===== src/source/lce_pkg.sv =====
// lce package: sizes, coherence encodings and packet formats for the command engine
package lce_pkg;

  // cache geometry
  localparam int SETS      = 8;
  localparam int ASSOC     = 2;
  localparam int LG_SETS   = 3;
  localparam int LG_ASSOC  = 1;
  localparam int BLOCK_W   = 64;
  localparam int OFFSET_W  = 3;
  localparam int PADDR_W   = 16;
  localparam int TAG_W     = PADDR_W - LG_SETS - OFFSET_W;

  // system ids
  localparam int LCE_ID_W  = 2;
  localparam int CCE_ID_W  = 1;
  localparam int NUM_CCE   = 2;

  // shared set walk and sync ack counter
  localparam int CNT_W     = 4;

  typedef enum logic [1:0] {e_coh_i, e_coh_s, e_coh_e, e_coh_m} coh_state_e;

  typedef enum logic [2:0] {
    e_cmd_sync, e_cmd_set_clear, e_cmd_inv, e_cmd_st,
    e_cmd_data, e_cmd_st_wakeup, e_cmd_wb
  } cmd_type_e;

  typedef enum logic [2:0] {
    e_resp_sync_ack, e_resp_inv_ack, e_resp_coh_ack, e_resp_null_wb, e_resp_wb
  } resp_type_e;

  typedef enum logic [1:0] {e_tag_set_clear, e_tag_set_state, e_tag_set_tag} tag_op_e;
  typedef enum logic [1:0] {e_stat_set_clear, e_stat_read, e_stat_clear_dirty} stat_op_e;
  typedef enum logic {e_data_write, e_data_read} data_op_e;

  // command from the directory, one full block of data rides along
  typedef struct packed {
    cmd_type_e             msg_type;
    logic [PADDR_W-1:0]    addr;
    logic [CCE_ID_W-1:0]   src_id;
    logic [LG_ASSOC-1:0]   way_id;
    coh_state_e            state;
    logic [BLOCK_W-1:0]    data;
  } lce_cmd_s;

  // response back to the directory
  typedef struct packed {
    resp_type_e            msg_type;
    logic [PADDR_W-1:0]    addr;
    logic [LCE_ID_W-1:0]   src_id;
    logic [CCE_ID_W-1:0]   dst_id;
    logic [BLOCK_W-1:0]    data;
  } lce_resp_s;

  typedef struct packed {
    tag_op_e               opcode;
    logic [LG_SETS-1:0]    index;
    logic [LG_ASSOC-1:0]   way_id;
    coh_state_e            state;
    logic [TAG_W-1:0]      tag;
  } tag_mem_pkt_s;

  typedef struct packed {
    stat_op_e              opcode;
    logic [LG_SETS-1:0]    index;
    logic [LG_ASSOC-1:0]   way_id;
  } stat_mem_pkt_s;

  typedef struct packed {
    data_op_e              opcode;
    logic [LG_SETS-1:0]    index;
    logic [LG_ASSOC-1:0]   way_id;
    logic [BLOCK_W-1:0]    data;
  } data_mem_pkt_s;

  // status read result, one dirty bit per way
  typedef struct packed {
    logic [ASSOC-1:0]      dirty;
  } stat_info_s;

endpackage


===== src/source/lce_cmd_fsm.sv =====
// lce command FSM: clears the cache, decodes directory commands into memory packets and responses
`timescale 1ns/1ps

module lce_cmd_fsm
  import lce_pkg::*;
(
  input  logic                clk_i,
  input  logic                reset_i,
  input  logic [LCE_ID_W-1:0] lce_id_i,
  input  lce_cmd_s            cmd_i,
  input  logic                cmd_v_i,
  output logic                cmd_yumi_o,
  output lce_resp_s           resp_o,
  output logic                resp_v_o,
  input  logic                resp_ready_i,
  output tag_mem_pkt_s        tag_pkt_o,
  output logic                tag_pkt_v_o,
  input  logic                tag_pkt_yumi_i,
  output stat_mem_pkt_s       stat_pkt_o,
  output logic                stat_pkt_v_o,
  input  logic                stat_pkt_yumi_i,
  output data_mem_pkt_s       data_pkt_o,
  output logic                data_pkt_v_o,
  input  logic                data_pkt_yumi_i,
  input  logic [BLOCK_W-1:0]  data_buf_i,
  input  logic                data_buf_v_i,
  input  stat_info_s          stat_buf_i,
  input  logic                stat_buf_v_i,
  output logic                ready_o,
  output logic                sync_done_o,
  output logic                cache_req_complete_o
);

  typedef enum logic [2:0] {
    e_reset, e_clear, e_ready, e_coh_ack, e_wb, e_wb_dirty_rd, e_wb_dirty_send
  } fsm_state_e;

  fsm_state_e          state_r;
  fsm_state_e          state_n;
  logic [CNT_W-1:0]    cnt_r;
  logic                cnt_inc;
  logic                cnt_clr;
  logic                sync_done_en;
  logic                sync_done_li;
  logic [LG_SETS-1:0]  cmd_index;
  logic [TAG_W-1:0]    cmd_tag;
  logic                both_yumi;

  // address split used by every packet built from a command
  assign cmd_index = cmd_i.addr[OFFSET_W +: LG_SETS];
  assign cmd_tag   = cmd_i.addr[PADDR_W-1 -: TAG_W];

  // tag and status writes that travel as a pair advance together
  assign both_yumi = tag_pkt_yumi_i & stat_pkt_yumi_i;

  assign ready_o = (state_r != e_reset) && (state_r != e_clear);

  always_comb begin
    state_n              = state_r;
    cmd_yumi_o           = 1'b0;
    resp_v_o             = 1'b0;
    tag_pkt_v_o          = 1'b0;
    stat_pkt_v_o         = 1'b0;
    data_pkt_v_o         = 1'b0;
    cache_req_complete_o = 1'b0;
    cnt_inc              = 1'b0;
    cnt_clr              = 1'b0;
    sync_done_en         = 1'b0;
    sync_done_li         = 1'b0;

    // every response is addressed back to the CCE that sent the command
    resp_o          = '0;
    resp_o.addr     = cmd_i.addr;
    resp_o.src_id   = lce_id_i;
    resp_o.dst_id   = cmd_i.src_id;

    tag_pkt_o        = '0;
    tag_pkt_o.index  = cmd_index;
    tag_pkt_o.way_id = cmd_i.way_id;
    tag_pkt_o.state  = cmd_i.state;

    stat_pkt_o        = '0;
    stat_pkt_o.index  = cmd_index;
    stat_pkt_o.way_id = cmd_i.way_id;

    data_pkt_o        = '0;
    data_pkt_o.index  = cmd_index;
    data_pkt_o.way_id = cmd_i.way_id;

    case (state_r)
      e_reset: begin
        sync_done_en = 1'b1;
        state_n      = e_clear;
      end

      // walk every set, clearing tags and status bits
      e_clear: begin
        tag_pkt_o.opcode  = e_tag_set_clear;
        tag_pkt_o.index   = cnt_r[LG_SETS-1:0];
        tag_pkt_o.way_id  = '0;
        tag_pkt_o.state   = e_coh_i;
        tag_pkt_v_o       = 1'b1;
        stat_pkt_o.opcode = e_stat_set_clear;
        stat_pkt_o.index  = cnt_r[LG_SETS-1:0];
        stat_pkt_o.way_id = '0;
        stat_pkt_v_o      = 1'b1;
        if (both_yumi) begin
          if (cnt_r == CNT_W'(SETS-1)) begin
            cnt_clr = 1'b1;
            state_n = e_ready;
          end else begin
            cnt_inc = 1'b1;
          end
        end
      end

      e_ready: begin
        if (cmd_v_i) begin
          case (cmd_i.msg_type)
            e_cmd_sync: begin
              resp_o.msg_type = e_resp_sync_ack;
              resp_v_o        = resp_ready_i;
              cmd_yumi_o      = resp_v_o;
              // last ack from all directories finishes the sync
              if (resp_v_o && cnt_r == CNT_W'(NUM_CCE-1)) begin
                cnt_clr      = 1'b1;
                sync_done_en = 1'b1;
                sync_done_li = 1'b1;
              end else begin
                cnt_inc = resp_v_o;
              end
            end

            e_cmd_set_clear: begin
              tag_pkt_o.opcode  = e_tag_set_clear;
              tag_pkt_v_o       = 1'b1;
              stat_pkt_o.opcode = e_stat_set_clear;
              stat_pkt_v_o      = 1'b1;
              cmd_yumi_o        = both_yumi;
            end

            e_cmd_inv: begin
              tag_pkt_o.opcode = e_tag_set_state;
              tag_pkt_o.state  = e_coh_i;
              tag_pkt_v_o      = 1'b1;
              resp_o.msg_type  = e_resp_inv_ack;
              resp_v_o         = tag_pkt_yumi_i & resp_ready_i;
              cmd_yumi_o       = resp_v_o;
            end

            e_cmd_st: begin
              tag_pkt_o.opcode = e_tag_set_state;
              tag_pkt_v_o      = 1'b1;
              cmd_yumi_o       = tag_pkt_yumi_i;
            end

            // fill: write block and tag, then ack in e_coh_ack
            e_cmd_data: begin
              data_pkt_o.opcode = e_data_write;
              data_pkt_o.data   = cmd_i.data;
              data_pkt_v_o      = 1'b1;
              tag_pkt_o.opcode  = e_tag_set_tag;
              tag_pkt_o.tag     = cmd_tag;
              tag_pkt_v_o       = 1'b1;
              if (tag_pkt_yumi_i && data_pkt_yumi_i) begin
                state_n = e_coh_ack;
              end
            end

            e_cmd_st_wakeup: begin
              tag_pkt_o.opcode = e_tag_set_state;
              tag_pkt_v_o      = 1'b1;
              if (tag_pkt_yumi_i) begin
                state_n = e_coh_ack;
              end
            end

            // look up the dirty bit first
            e_cmd_wb: begin
              stat_pkt_o.opcode = e_stat_read;
              stat_pkt_v_o      = 1'b1;
              if (stat_pkt_yumi_i) begin
                state_n = e_wb;
              end
            end

            default: begin
              state_n = e_ready;
            end
          endcase
        end
      end

      e_coh_ack: begin
        resp_o.msg_type      = e_resp_coh_ack;
        resp_v_o             = cmd_v_i & resp_ready_i;
        cmd_yumi_o           = resp_v_o;
        cache_req_complete_o = resp_v_o;
        if (resp_v_o) begin
          state_n = e_ready;
        end
      end

      // clean line gets a null writeback, dirty line is read out
      e_wb: begin
        resp_o.msg_type = e_resp_null_wb;
        resp_v_o   = resp_ready_i & stat_buf_v_i & ~stat_buf_i.dirty[cmd_i.way_id];
        cmd_yumi_o = resp_v_o;
        if (stat_buf_v_i && stat_buf_i.dirty[cmd_i.way_id]) begin
          state_n = e_wb_dirty_rd;
        end else if (resp_v_o) begin
          state_n = e_ready;
        end
      end

      e_wb_dirty_rd: begin
        data_pkt_o.opcode = e_data_read;
        data_pkt_v_o      = 1'b1;
        stat_pkt_o.opcode = e_stat_clear_dirty;
        stat_pkt_v_o      = 1'b1;
        if (data_pkt_yumi_i && stat_pkt_yumi_i) begin
          state_n = e_wb_dirty_send;
        end
      end

      e_wb_dirty_send: begin
        resp_o.msg_type = e_resp_wb;
        resp_o.data     = data_buf_i;
        resp_v_o        = resp_ready_i & data_buf_v_i;
        cmd_yumi_o      = resp_v_o;
        if (resp_v_o) begin
          state_n = e_ready;
        end
      end

      default: begin
        state_n = e_reset;
      end
    endcase
  end

  always_ff @(posedge clk_i) begin
    if (reset_i) begin
      state_r     <= e_reset;
      cnt_r       <= '0;
      sync_done_o <= 1'b0;
    end else begin
      state_r <= state_n;
      if (cnt_clr) begin
        cnt_r <= '0;
      end else if (cnt_inc) begin
        cnt_r <= cnt_r + CNT_W'(1);
      end
      if (sync_done_en) begin
        sync_done_o <= sync_done_li;
      end
    end
  end

endmodule


===== src/source/lce_cmd_top.sv =====
// lce command top: joins the command FSM and the memory read buffer
`timescale 1ns/1ps

module lce_cmd_top
  import lce_pkg::*;
(
  input  logic                clk_i,
  input  logic                reset_i,
  input  logic [LCE_ID_W-1:0] lce_id_i,
  input  lce_cmd_s            lce_cmd_i,
  input  logic                lce_cmd_v_i,
  output logic                lce_cmd_yumi_o,
  output lce_resp_s           lce_resp_o,
  output logic                lce_resp_v_o,
  input  logic                lce_resp_ready_i,
  output tag_mem_pkt_s        tag_mem_pkt_o,
  output logic                tag_mem_pkt_v_o,
  input  logic                tag_mem_pkt_yumi_i,
  output stat_mem_pkt_s       stat_mem_pkt_o,
  output logic                stat_mem_pkt_v_o,
  input  logic                stat_mem_pkt_yumi_i,
  input  stat_info_s          stat_mem_i,
  output data_mem_pkt_s       data_mem_pkt_o,
  output logic                data_mem_pkt_v_o,
  input  logic                data_mem_pkt_yumi_i,
  input  logic [BLOCK_W-1:0]  data_mem_i,
  output logic                ready_o,
  output logic                sync_done_o,
  output logic                cache_req_complete_o
);

  logic [BLOCK_W-1:0] data_buf;
  logic               data_buf_v;
  stat_info_s         stat_buf;
  logic               stat_buf_v;

  lce_cmd_fsm lce_cmd_fsm_i (
    .clk_i                (clk_i),
    .reset_i              (reset_i),
    .lce_id_i             (lce_id_i),
    .cmd_i                (lce_cmd_i),
    .cmd_v_i              (lce_cmd_v_i),
    .cmd_yumi_o           (lce_cmd_yumi_o),
    .resp_o               (lce_resp_o),
    .resp_v_o             (lce_resp_v_o),
    .resp_ready_i         (lce_resp_ready_i),
    .tag_pkt_o            (tag_mem_pkt_o),
    .tag_pkt_v_o          (tag_mem_pkt_v_o),
    .tag_pkt_yumi_i       (tag_mem_pkt_yumi_i),
    .stat_pkt_o           (stat_mem_pkt_o),
    .stat_pkt_v_o         (stat_mem_pkt_v_o),
    .stat_pkt_yumi_i      (stat_mem_pkt_yumi_i),
    .data_pkt_o           (data_mem_pkt_o),
    .data_pkt_v_o         (data_mem_pkt_v_o),
    .data_pkt_yumi_i      (data_mem_pkt_yumi_i),
    .data_buf_i           (data_buf),
    .data_buf_v_i         (data_buf_v),
    .stat_buf_i           (stat_buf),
    .stat_buf_v_i         (stat_buf_v),
    .ready_o              (ready_o),
    .sync_done_o          (sync_done_o),
    .cache_req_complete_o (cache_req_complete_o)
  );

  // watches the same packets the FSM sends to catch read results
  lce_read_buf lce_read_buf_i (
    .clk_i           (clk_i),
    .reset_i         (reset_i),
    .data_pkt_i      (data_mem_pkt_o),
    .data_pkt_v_i    (data_mem_pkt_v_o),
    .data_pkt_yumi_i (data_mem_pkt_yumi_i),
    .stat_pkt_i      (stat_mem_pkt_o),
    .stat_pkt_v_i    (stat_mem_pkt_v_o),
    .stat_pkt_yumi_i (stat_mem_pkt_yumi_i),
    .data_mem_i      (data_mem_i),
    .stat_mem_i      (stat_mem_i),
    .data_buf_o      (data_buf),
    .data_buf_v_o    (data_buf_v),
    .stat_buf_o      (stat_buf),
    .stat_buf_v_o    (stat_buf_v)
  );

endmodule


===== src/source/lce_read_buf.sv =====
// lce read buffer: holds data and status memory read results with valid flags
`timescale 1ns/1ps

module lce_read_buf
  import lce_pkg::*;
(
  input  logic               clk_i,
  input  logic               reset_i,
  input  data_mem_pkt_s      data_pkt_i,
  input  logic               data_pkt_v_i,
  input  logic               data_pkt_yumi_i,
  input  stat_mem_pkt_s      stat_pkt_i,
  input  logic               stat_pkt_v_i,
  input  logic               stat_pkt_yumi_i,
  input  logic [BLOCK_W-1:0] data_mem_i,
  input  stat_info_s         stat_mem_i,
  output logic [BLOCK_W-1:0] data_buf_o,
  output logic               data_buf_v_o,
  output stat_info_s         stat_buf_o,
  output logic               stat_buf_v_o
);

  logic data_rd_acc;
  logic stat_rd_acc;
  logic data_cap_r;
  logic stat_cap_r;

  // a read is taken by the memory when valid and yumi meet on a read opcode
  assign data_rd_acc = data_pkt_v_i & data_pkt_yumi_i & (data_pkt_i.opcode == e_data_read);
  assign stat_rd_acc = stat_pkt_v_i & stat_pkt_yumi_i & (stat_pkt_i.opcode == e_stat_read);

  always_ff @(posedge clk_i) begin
    if (reset_i) begin
      data_cap_r   <= 1'b0;
      stat_cap_r   <= 1'b0;
      data_buf_v_o <= 1'b0;
      stat_buf_v_o <= 1'b0;
    end else begin
      data_cap_r   <= data_rd_acc;
      stat_cap_r   <= stat_rd_acc;
      // a fresh read drops the old result until its own data arrives
      data_buf_v_o <= ~data_rd_acc & (data_buf_v_o | data_cap_r);
      stat_buf_v_o <= ~stat_rd_acc & (stat_buf_v_o | stat_cap_r);
    end
  end

  // memory result is on the bus the cycle after yumi
  always_ff @(posedge clk_i) begin
    if (data_cap_r) begin
      data_buf_o <= data_mem_i;
    end
    if (stat_cap_r) begin
      stat_buf_o <= stat_mem_i;
    end
  end

endmodule

===== config.mk =====
export PLATFORM = sky130hd
export DESIGN_NAME = lce_cmd_top
export DESIGN_NICKNAME = d
export VERILOG_FILES = /design/src/source/lce_pkg.sv /design/src/source/lce_cmd_fsm.sv /design/src/source/lce_cmd_top.sv /design/src/source/lce_read_buf.sv
export SDC_FILE = /design/constraint.sdc
export NUM_CORES = 1
export LEC_CHECK = 0
export BUFFER_PORTS_ARGS = -buffer_cell sky130_fd_sc_hd__buf_2
export CAP_MARGIN = 5
export CORE_AREA = 8 8 131 133
export CTS_CLUSTER_SIZE = 12
export DETAILED_ROUTE_END_ITERATION = 10
export DIE_AREA = 0 0 139 141
export SLEW_MARGIN = 20
export SYNTH_ARGS = -nofsm -noshare
export SYNTH_HDL_FRONTEND = slang
export SYNTH_SLANG_ARGS = --single-unit
export TNS_END_PERCENT = 10

===== constraint.sdc =====
create_clock -name clk_i -period 4.2 [get_ports clk_i]
set_input_delay 0 -clock clk_i [delete_from_list [all_inputs] [get_ports clk_i]]
set_output_delay 0 -clock clk_i [all_outputs]
set_load 0.005 [all_outputs]

### After elaboration in Yosys (flattened, before gate mapping)

Cells that the tools add are included.

* add/subtract/negate cells: 1
* magnitude comparators: 1
* eq/ne operators: 27
* mux-type cells: 65
* bitwise gates (word level): 17
* reduce and logical (&&, ||, !) cells: 15

Operators with widths (number)
* 64-bit two-way mux: 4
* 3-bit two-way mux: 12
* 1-bit two-way mux: 25
* 3-bit one-hot mux with 4 select lines: 2
* 3-bit one-hot mux with 7 select lines: 1
* 10-bit two-way mux: 2
* 3-bit == test, second input constant: 6
* 1-bit one-hot mux with 2 select lines: 7
* 1-bit bitwise AND: 12
* 3-bit by 2-bit == test with 1-bit output, second input constant: 4
* 12-bit two-way mux: 1
* 1-bit one-hot mux with 4 select lines: 3
* 2-bit one-hot mux with 2 select lines: 3
* 11-bit AND reduction: 1
* 2-bit by 1-bit != test with 1-bit output, second input constant: 5
* 2-bit two-way mux: 4
* 3-bit by 1-bit == test with 1-bit output, second input constant: 2
* 3-bit zero test: 2
* 3-bit by 1-bit != test with 1-bit output, second input constant: 2
* 3-bit != test, second input constant: 2
* 2-bit OR reduction: 3
* 1-bit logical AND: 5
* 5-bit OR reduction: 1
* 4-bit by 1-bit adder with 4-bit output, second input constant: 1
* other kinds (12): 16

* bits in registers: 78
* bits of input ports: 162
* output and inout port bits: 187
* logic and storage cells: 135

### Longest topological paths before layout

* depth after elaboration: 9
* depth in mapped cells: 7
* mapped depth without buffers: 7

### Hierarchy

From an unflattened synthesis, not the netlist that was laid out.

* cells, all modules: 398
* area, all modules: 4176.5 um^2

By module, submodules not included
* lce_read_buf: instances 1, cells an instance 78, area an instance 2110.8 um^2
* lce_cmd_fsm: instances 1, cells an instance 320, area an instance 2065.7 um^2

### Worst setup path after synthesis

No wires, ideal clock.

* path type: register to register
* from: register lce_read_buf_i.data_cap_r
* to: register lce_read_buf_i.data_buf_o[0] (enable)
* setup time: 0.428 ns
* data arrival time: 1.686 ns
* required time: 3.772 ns
* path slack: 2.086 ns
* cell stages (with the launch flop): 1
* path buffers: 0
* clock period less this slack: 2.114 ns
* path through: dfxtp_1

RTL lines
* from (decl): line lce_read_buf.sv:25 `logic data_cap_r;`
* from (signal assigned): line lce_read_buf.sv:39 `data_cap_r <= data_rd_acc;`
* to (signal assigned): line lce_read_buf.sv:50 `data_buf_o <= data_mem_i;`
* to (decl): line lce_read_buf.sv:17 `output logic [BLOCK_W-1:0] data_buf_o,`

No word-level cell between the ends.

### Worst setup path after layout

* from: register lce_cmd_fsm_i.state_r[1]
* to: output lce_cmd_yumi_o

* cells in the longest elaborated chain, start to end: 2
* elaborated cells between the ends (all ways): 5
* those cells by class: eq/ne: 4; mux: 1

Ends and longest elaborated chain
* from (decl): line lce_cmd_fsm.sv:38 `fsm_state_e state_r;`
* from (signal assigned): line lce_cmd_fsm.sv:244 `state_r <= e_reset;`
* from (signal assigned): line lce_cmd_fsm.sv:248 `state_r <= state_n;`
* 3-bit == test or 3-bit by 2-bit == test with 1-bit output (tied branches): line lce_cmd_fsm.sv:90 `case (state_r)`
* 1-bit one-hot mux with 4 select lines (*): line lce_cmd_fsm.sv:90
* to (decl): line lce_cmd_top.sv:12 `output logic lce_cmd_yumi_o,`

Mark *: on every way between the ends. The rest lies on a longest branch, timed or not.

==> flow_summary.ini <==
[outcome]
status = completed

[cts]
root_buffer = clkbuf_16
clk_pin_slew_ps = 60
cts_tree = built
cts.sinks = 78
clock_latency_ps = 330
clock_path_buffers = 2
htree_levels = 3
cts_buffers = 9

[floorplan]
coreArea_sq_um = 15000
die_h_um = 141
start_util_pct = 27.7
die_w_um = 139
ios = 349
die-area_sq_um = 19600
rows = 45

[route]
wirelength_um = 16700
drcViolationCount = 0
via_per_inst = 4.41
drt-initial-drc-count = 193
antenna_left = 0
drtPass1Iterations = 4
vias = 4176
wire_per_inst_um = 17.6

[worst_setup_path]
critPathLaunchType = flip-flop
crit_arrival_ps = 2650
endpoint_kind = output port
setup.worst_path.class = flip-flop to output port
worstPathRequired_ps = 4200
path_max_fanout = 17

[global_route]
antenna_found_initial = 0
grt_pass1_vias = 4456
overflow = 0
grt_max_degree = 76
track_usage_pct = 16.1
grt_pass1_wl_um = 25400

[final_layout]
drive_above_1_share_pct = 48.2
n_antenna_cell = 0
nets = 918
stdcell_count = 947
areaGrowthSynthToFinish_pct = 64.2

[timing]
fin_crit_sh_pct = 63.2
clock_skew_ps = 5.89
holdWs_ps = 0.00228
setup_viol = 0
setup_slack_ps = 1550
fmax_ghz = 0.377
maxSlewViolCount = 0
worst_slew_pin_slew_ps = 1060
slew_headroom_pct = 29.1
fin_tns_setup_ps = 0
rsz0062_at_grt = no
fin_crit_ps = 2650
hold_violations = 0

[yosys]
synth_cell_type_count = 46
yosys_warnings = 0
synth_top_area_share_pct = 47.7
synthArstFlopShare_pct = 0
synthAdderAreaFrac_pct = 0.603
synth_top_family_by_area = simple AND/OR/NAND/NOR gates
synth_commonest_cells = 139 x and2_1, 66 x edfxtp_1, 29 x buf_4, 20 x clkbuf_1, 13 x a21oi_1
synth-simple-area-share_pct = 29.3
synthXorXnorAreaFrac_pct = 0.422
synthMuxAreaShare_pct = 1.08
mappedNetlistArea_sq_um = 4150
synth_compound_area_share_pct = 7.11
synth_top_area_cell = edfxtp_1
syn_area_per_cell_sq_um = 10.7
synth_edf_count = 66
synth-seq-cells = 78
syn_inst = 387
seq_area_frac_synth_pct = 53.5
synth_most_common_cell = and2_1
synth_top_cells_by_area = edfxtp_1 48%, and2_1 21%, dfxtp_1 5.8%
synth_nets = 551
ys.flop_type = edfxtp_1

[power_and_ir_drop]
switching_share_pct = 29.2
report.power.total_uw = 2360
p_seq_share_pct = 40.2
p_int_uw = 1670
power_density_nw_per_um2 = 347
p_sw_uw = 691
peakVddDrop_mv = 0.223
p_comb_share_pct = 27.5
p_leak_uw = 0.00345
p_clk_share_pct = 32.2

[placement]
placedCellCount = 860
dp_hpwl_um = 12900
routabilityCongestion = 0.804
port-buffer-count = 336
place_ws_ps = 1820

[worst_hold_path]
min_path_type = input port to output port

[run]
cap_violations = 0
## power groups by stage
stage	Sequential, uW	Clock (uW)	Combinational, uW
2_1_floorplan	917	0	390
3_3_place_gp	961	0	587
3_5_place_dp	964	0	594
4_1_cts	947	794	648
5_1_grt	962	820	724
6_report	951	762	651
## layer usage
metal	up-vias	GRT usage [%]	part of all wire, %
li1	2020	-	-
met1	1984	17.1	38
met2	153	30.0	53
met3	19	5.87	7.4
met4	0	3.70	1.1
met5	-	0	0
## final cells by class
class	instances	area (sq um)
Fill cell	1413	8160
Timing Repair Buffer	408	2430
Sequential cell	78	2220
Multi-Input combinational cell	251	1610
Tap cell	188	235
Clock buffer	11	233
Clock inverter	5	60.1
Inverter	6	22.5
## cell families after synthesis
group | Yosys count
simple gates | 198
flops | 78
buf+inv | 58
compound gates | 45
mux | 4
xor+xnor | 2
fa+ha+maj | 2
## cell usage in the layout (no fill, tap or decap), types with 3 or more instances in the layout
cell type      Yosys  routed
nor3b_1            4       4
nor2b_1            4       4
dfxtp_1           12      11
edfxtp_1          66      66
nand3_1            3       3
dlygate4sd3_1      0      69
a211oi_1           3       3
mux2_2             4       4
o211a_1            3       3
and2_1           139     139
nand2b_1           4       4
clkbuf_16          0       9
inv_1              6       6
nand2_1           12      12
nor2_1            12      10
o21ai_0           11      11
a21oi_1           13      13
and3_1             3       3
buf_2              3     336
## metrics by stage
step	area (sq um)	util, %
after global routing	6820	45.5
after floorplan	4150	-
after CTS	6770	45.2
after global placement	5780	38.6
after detailed placement	5780	38.6
final	6820	45.5
## path summary, 6_finish.rpt
| kind | from | end | slack (ps) | cells past startpoint |
|---|---|---|---|---|
| worst max-delay path | lce_cmd_fsm_i.state_r[1]$_SDFFE_PP0P_ | lce_cmd_yumi_o | 1550 | 6 |
| worst min-delay path | lce_cmd_i[68] | lce_resp_o[67] | 0.002 | 0 |
| worst max register to register | lce_read_buf_i.data_cap_r$_SDFF_PP0_ | lce_read_buf_i.data_buf_v_o$_SDFF_PP0_ | 1860 | 4 |
| worst min register to register | lce_cmd_fsm_i.sync_done_o$_SDFFE_PP0P_ | lce_cmd_fsm_i.sync_done_o$_SDFFE_PP0P_ | 490 | 2 |
## sequential cells by signal (all words and copies together), names as in the netlist, 2 cells and up
| name | cells |
|---|---|
| lce_cmd_fsm_i.state_r | 3 |
| lce_read_buf_i.data_buf_o | 64 |
| lce_read_buf_i.stat_buf_o | 2 |
| lce_cmd_fsm_i.cnt_r | 4 |
## critical path: stages (launching register included)
cell,delay (ps)
dfxtp_1,640
nand4bb_1,450
a2111oi_0,630
o21ai_0,160
o21ai_0,150
a41o_1,160
buf_2,130
## timing repair
action | CTS | global route
setup endpoints to repair | 0 | 0
setup buffers | 0 | 0
endpoints found under the hold margin | 71 | 0
hold buffers | 69 | 0
gates resized for setup | 0 | 0
Power figures use the tool's default switching activity.
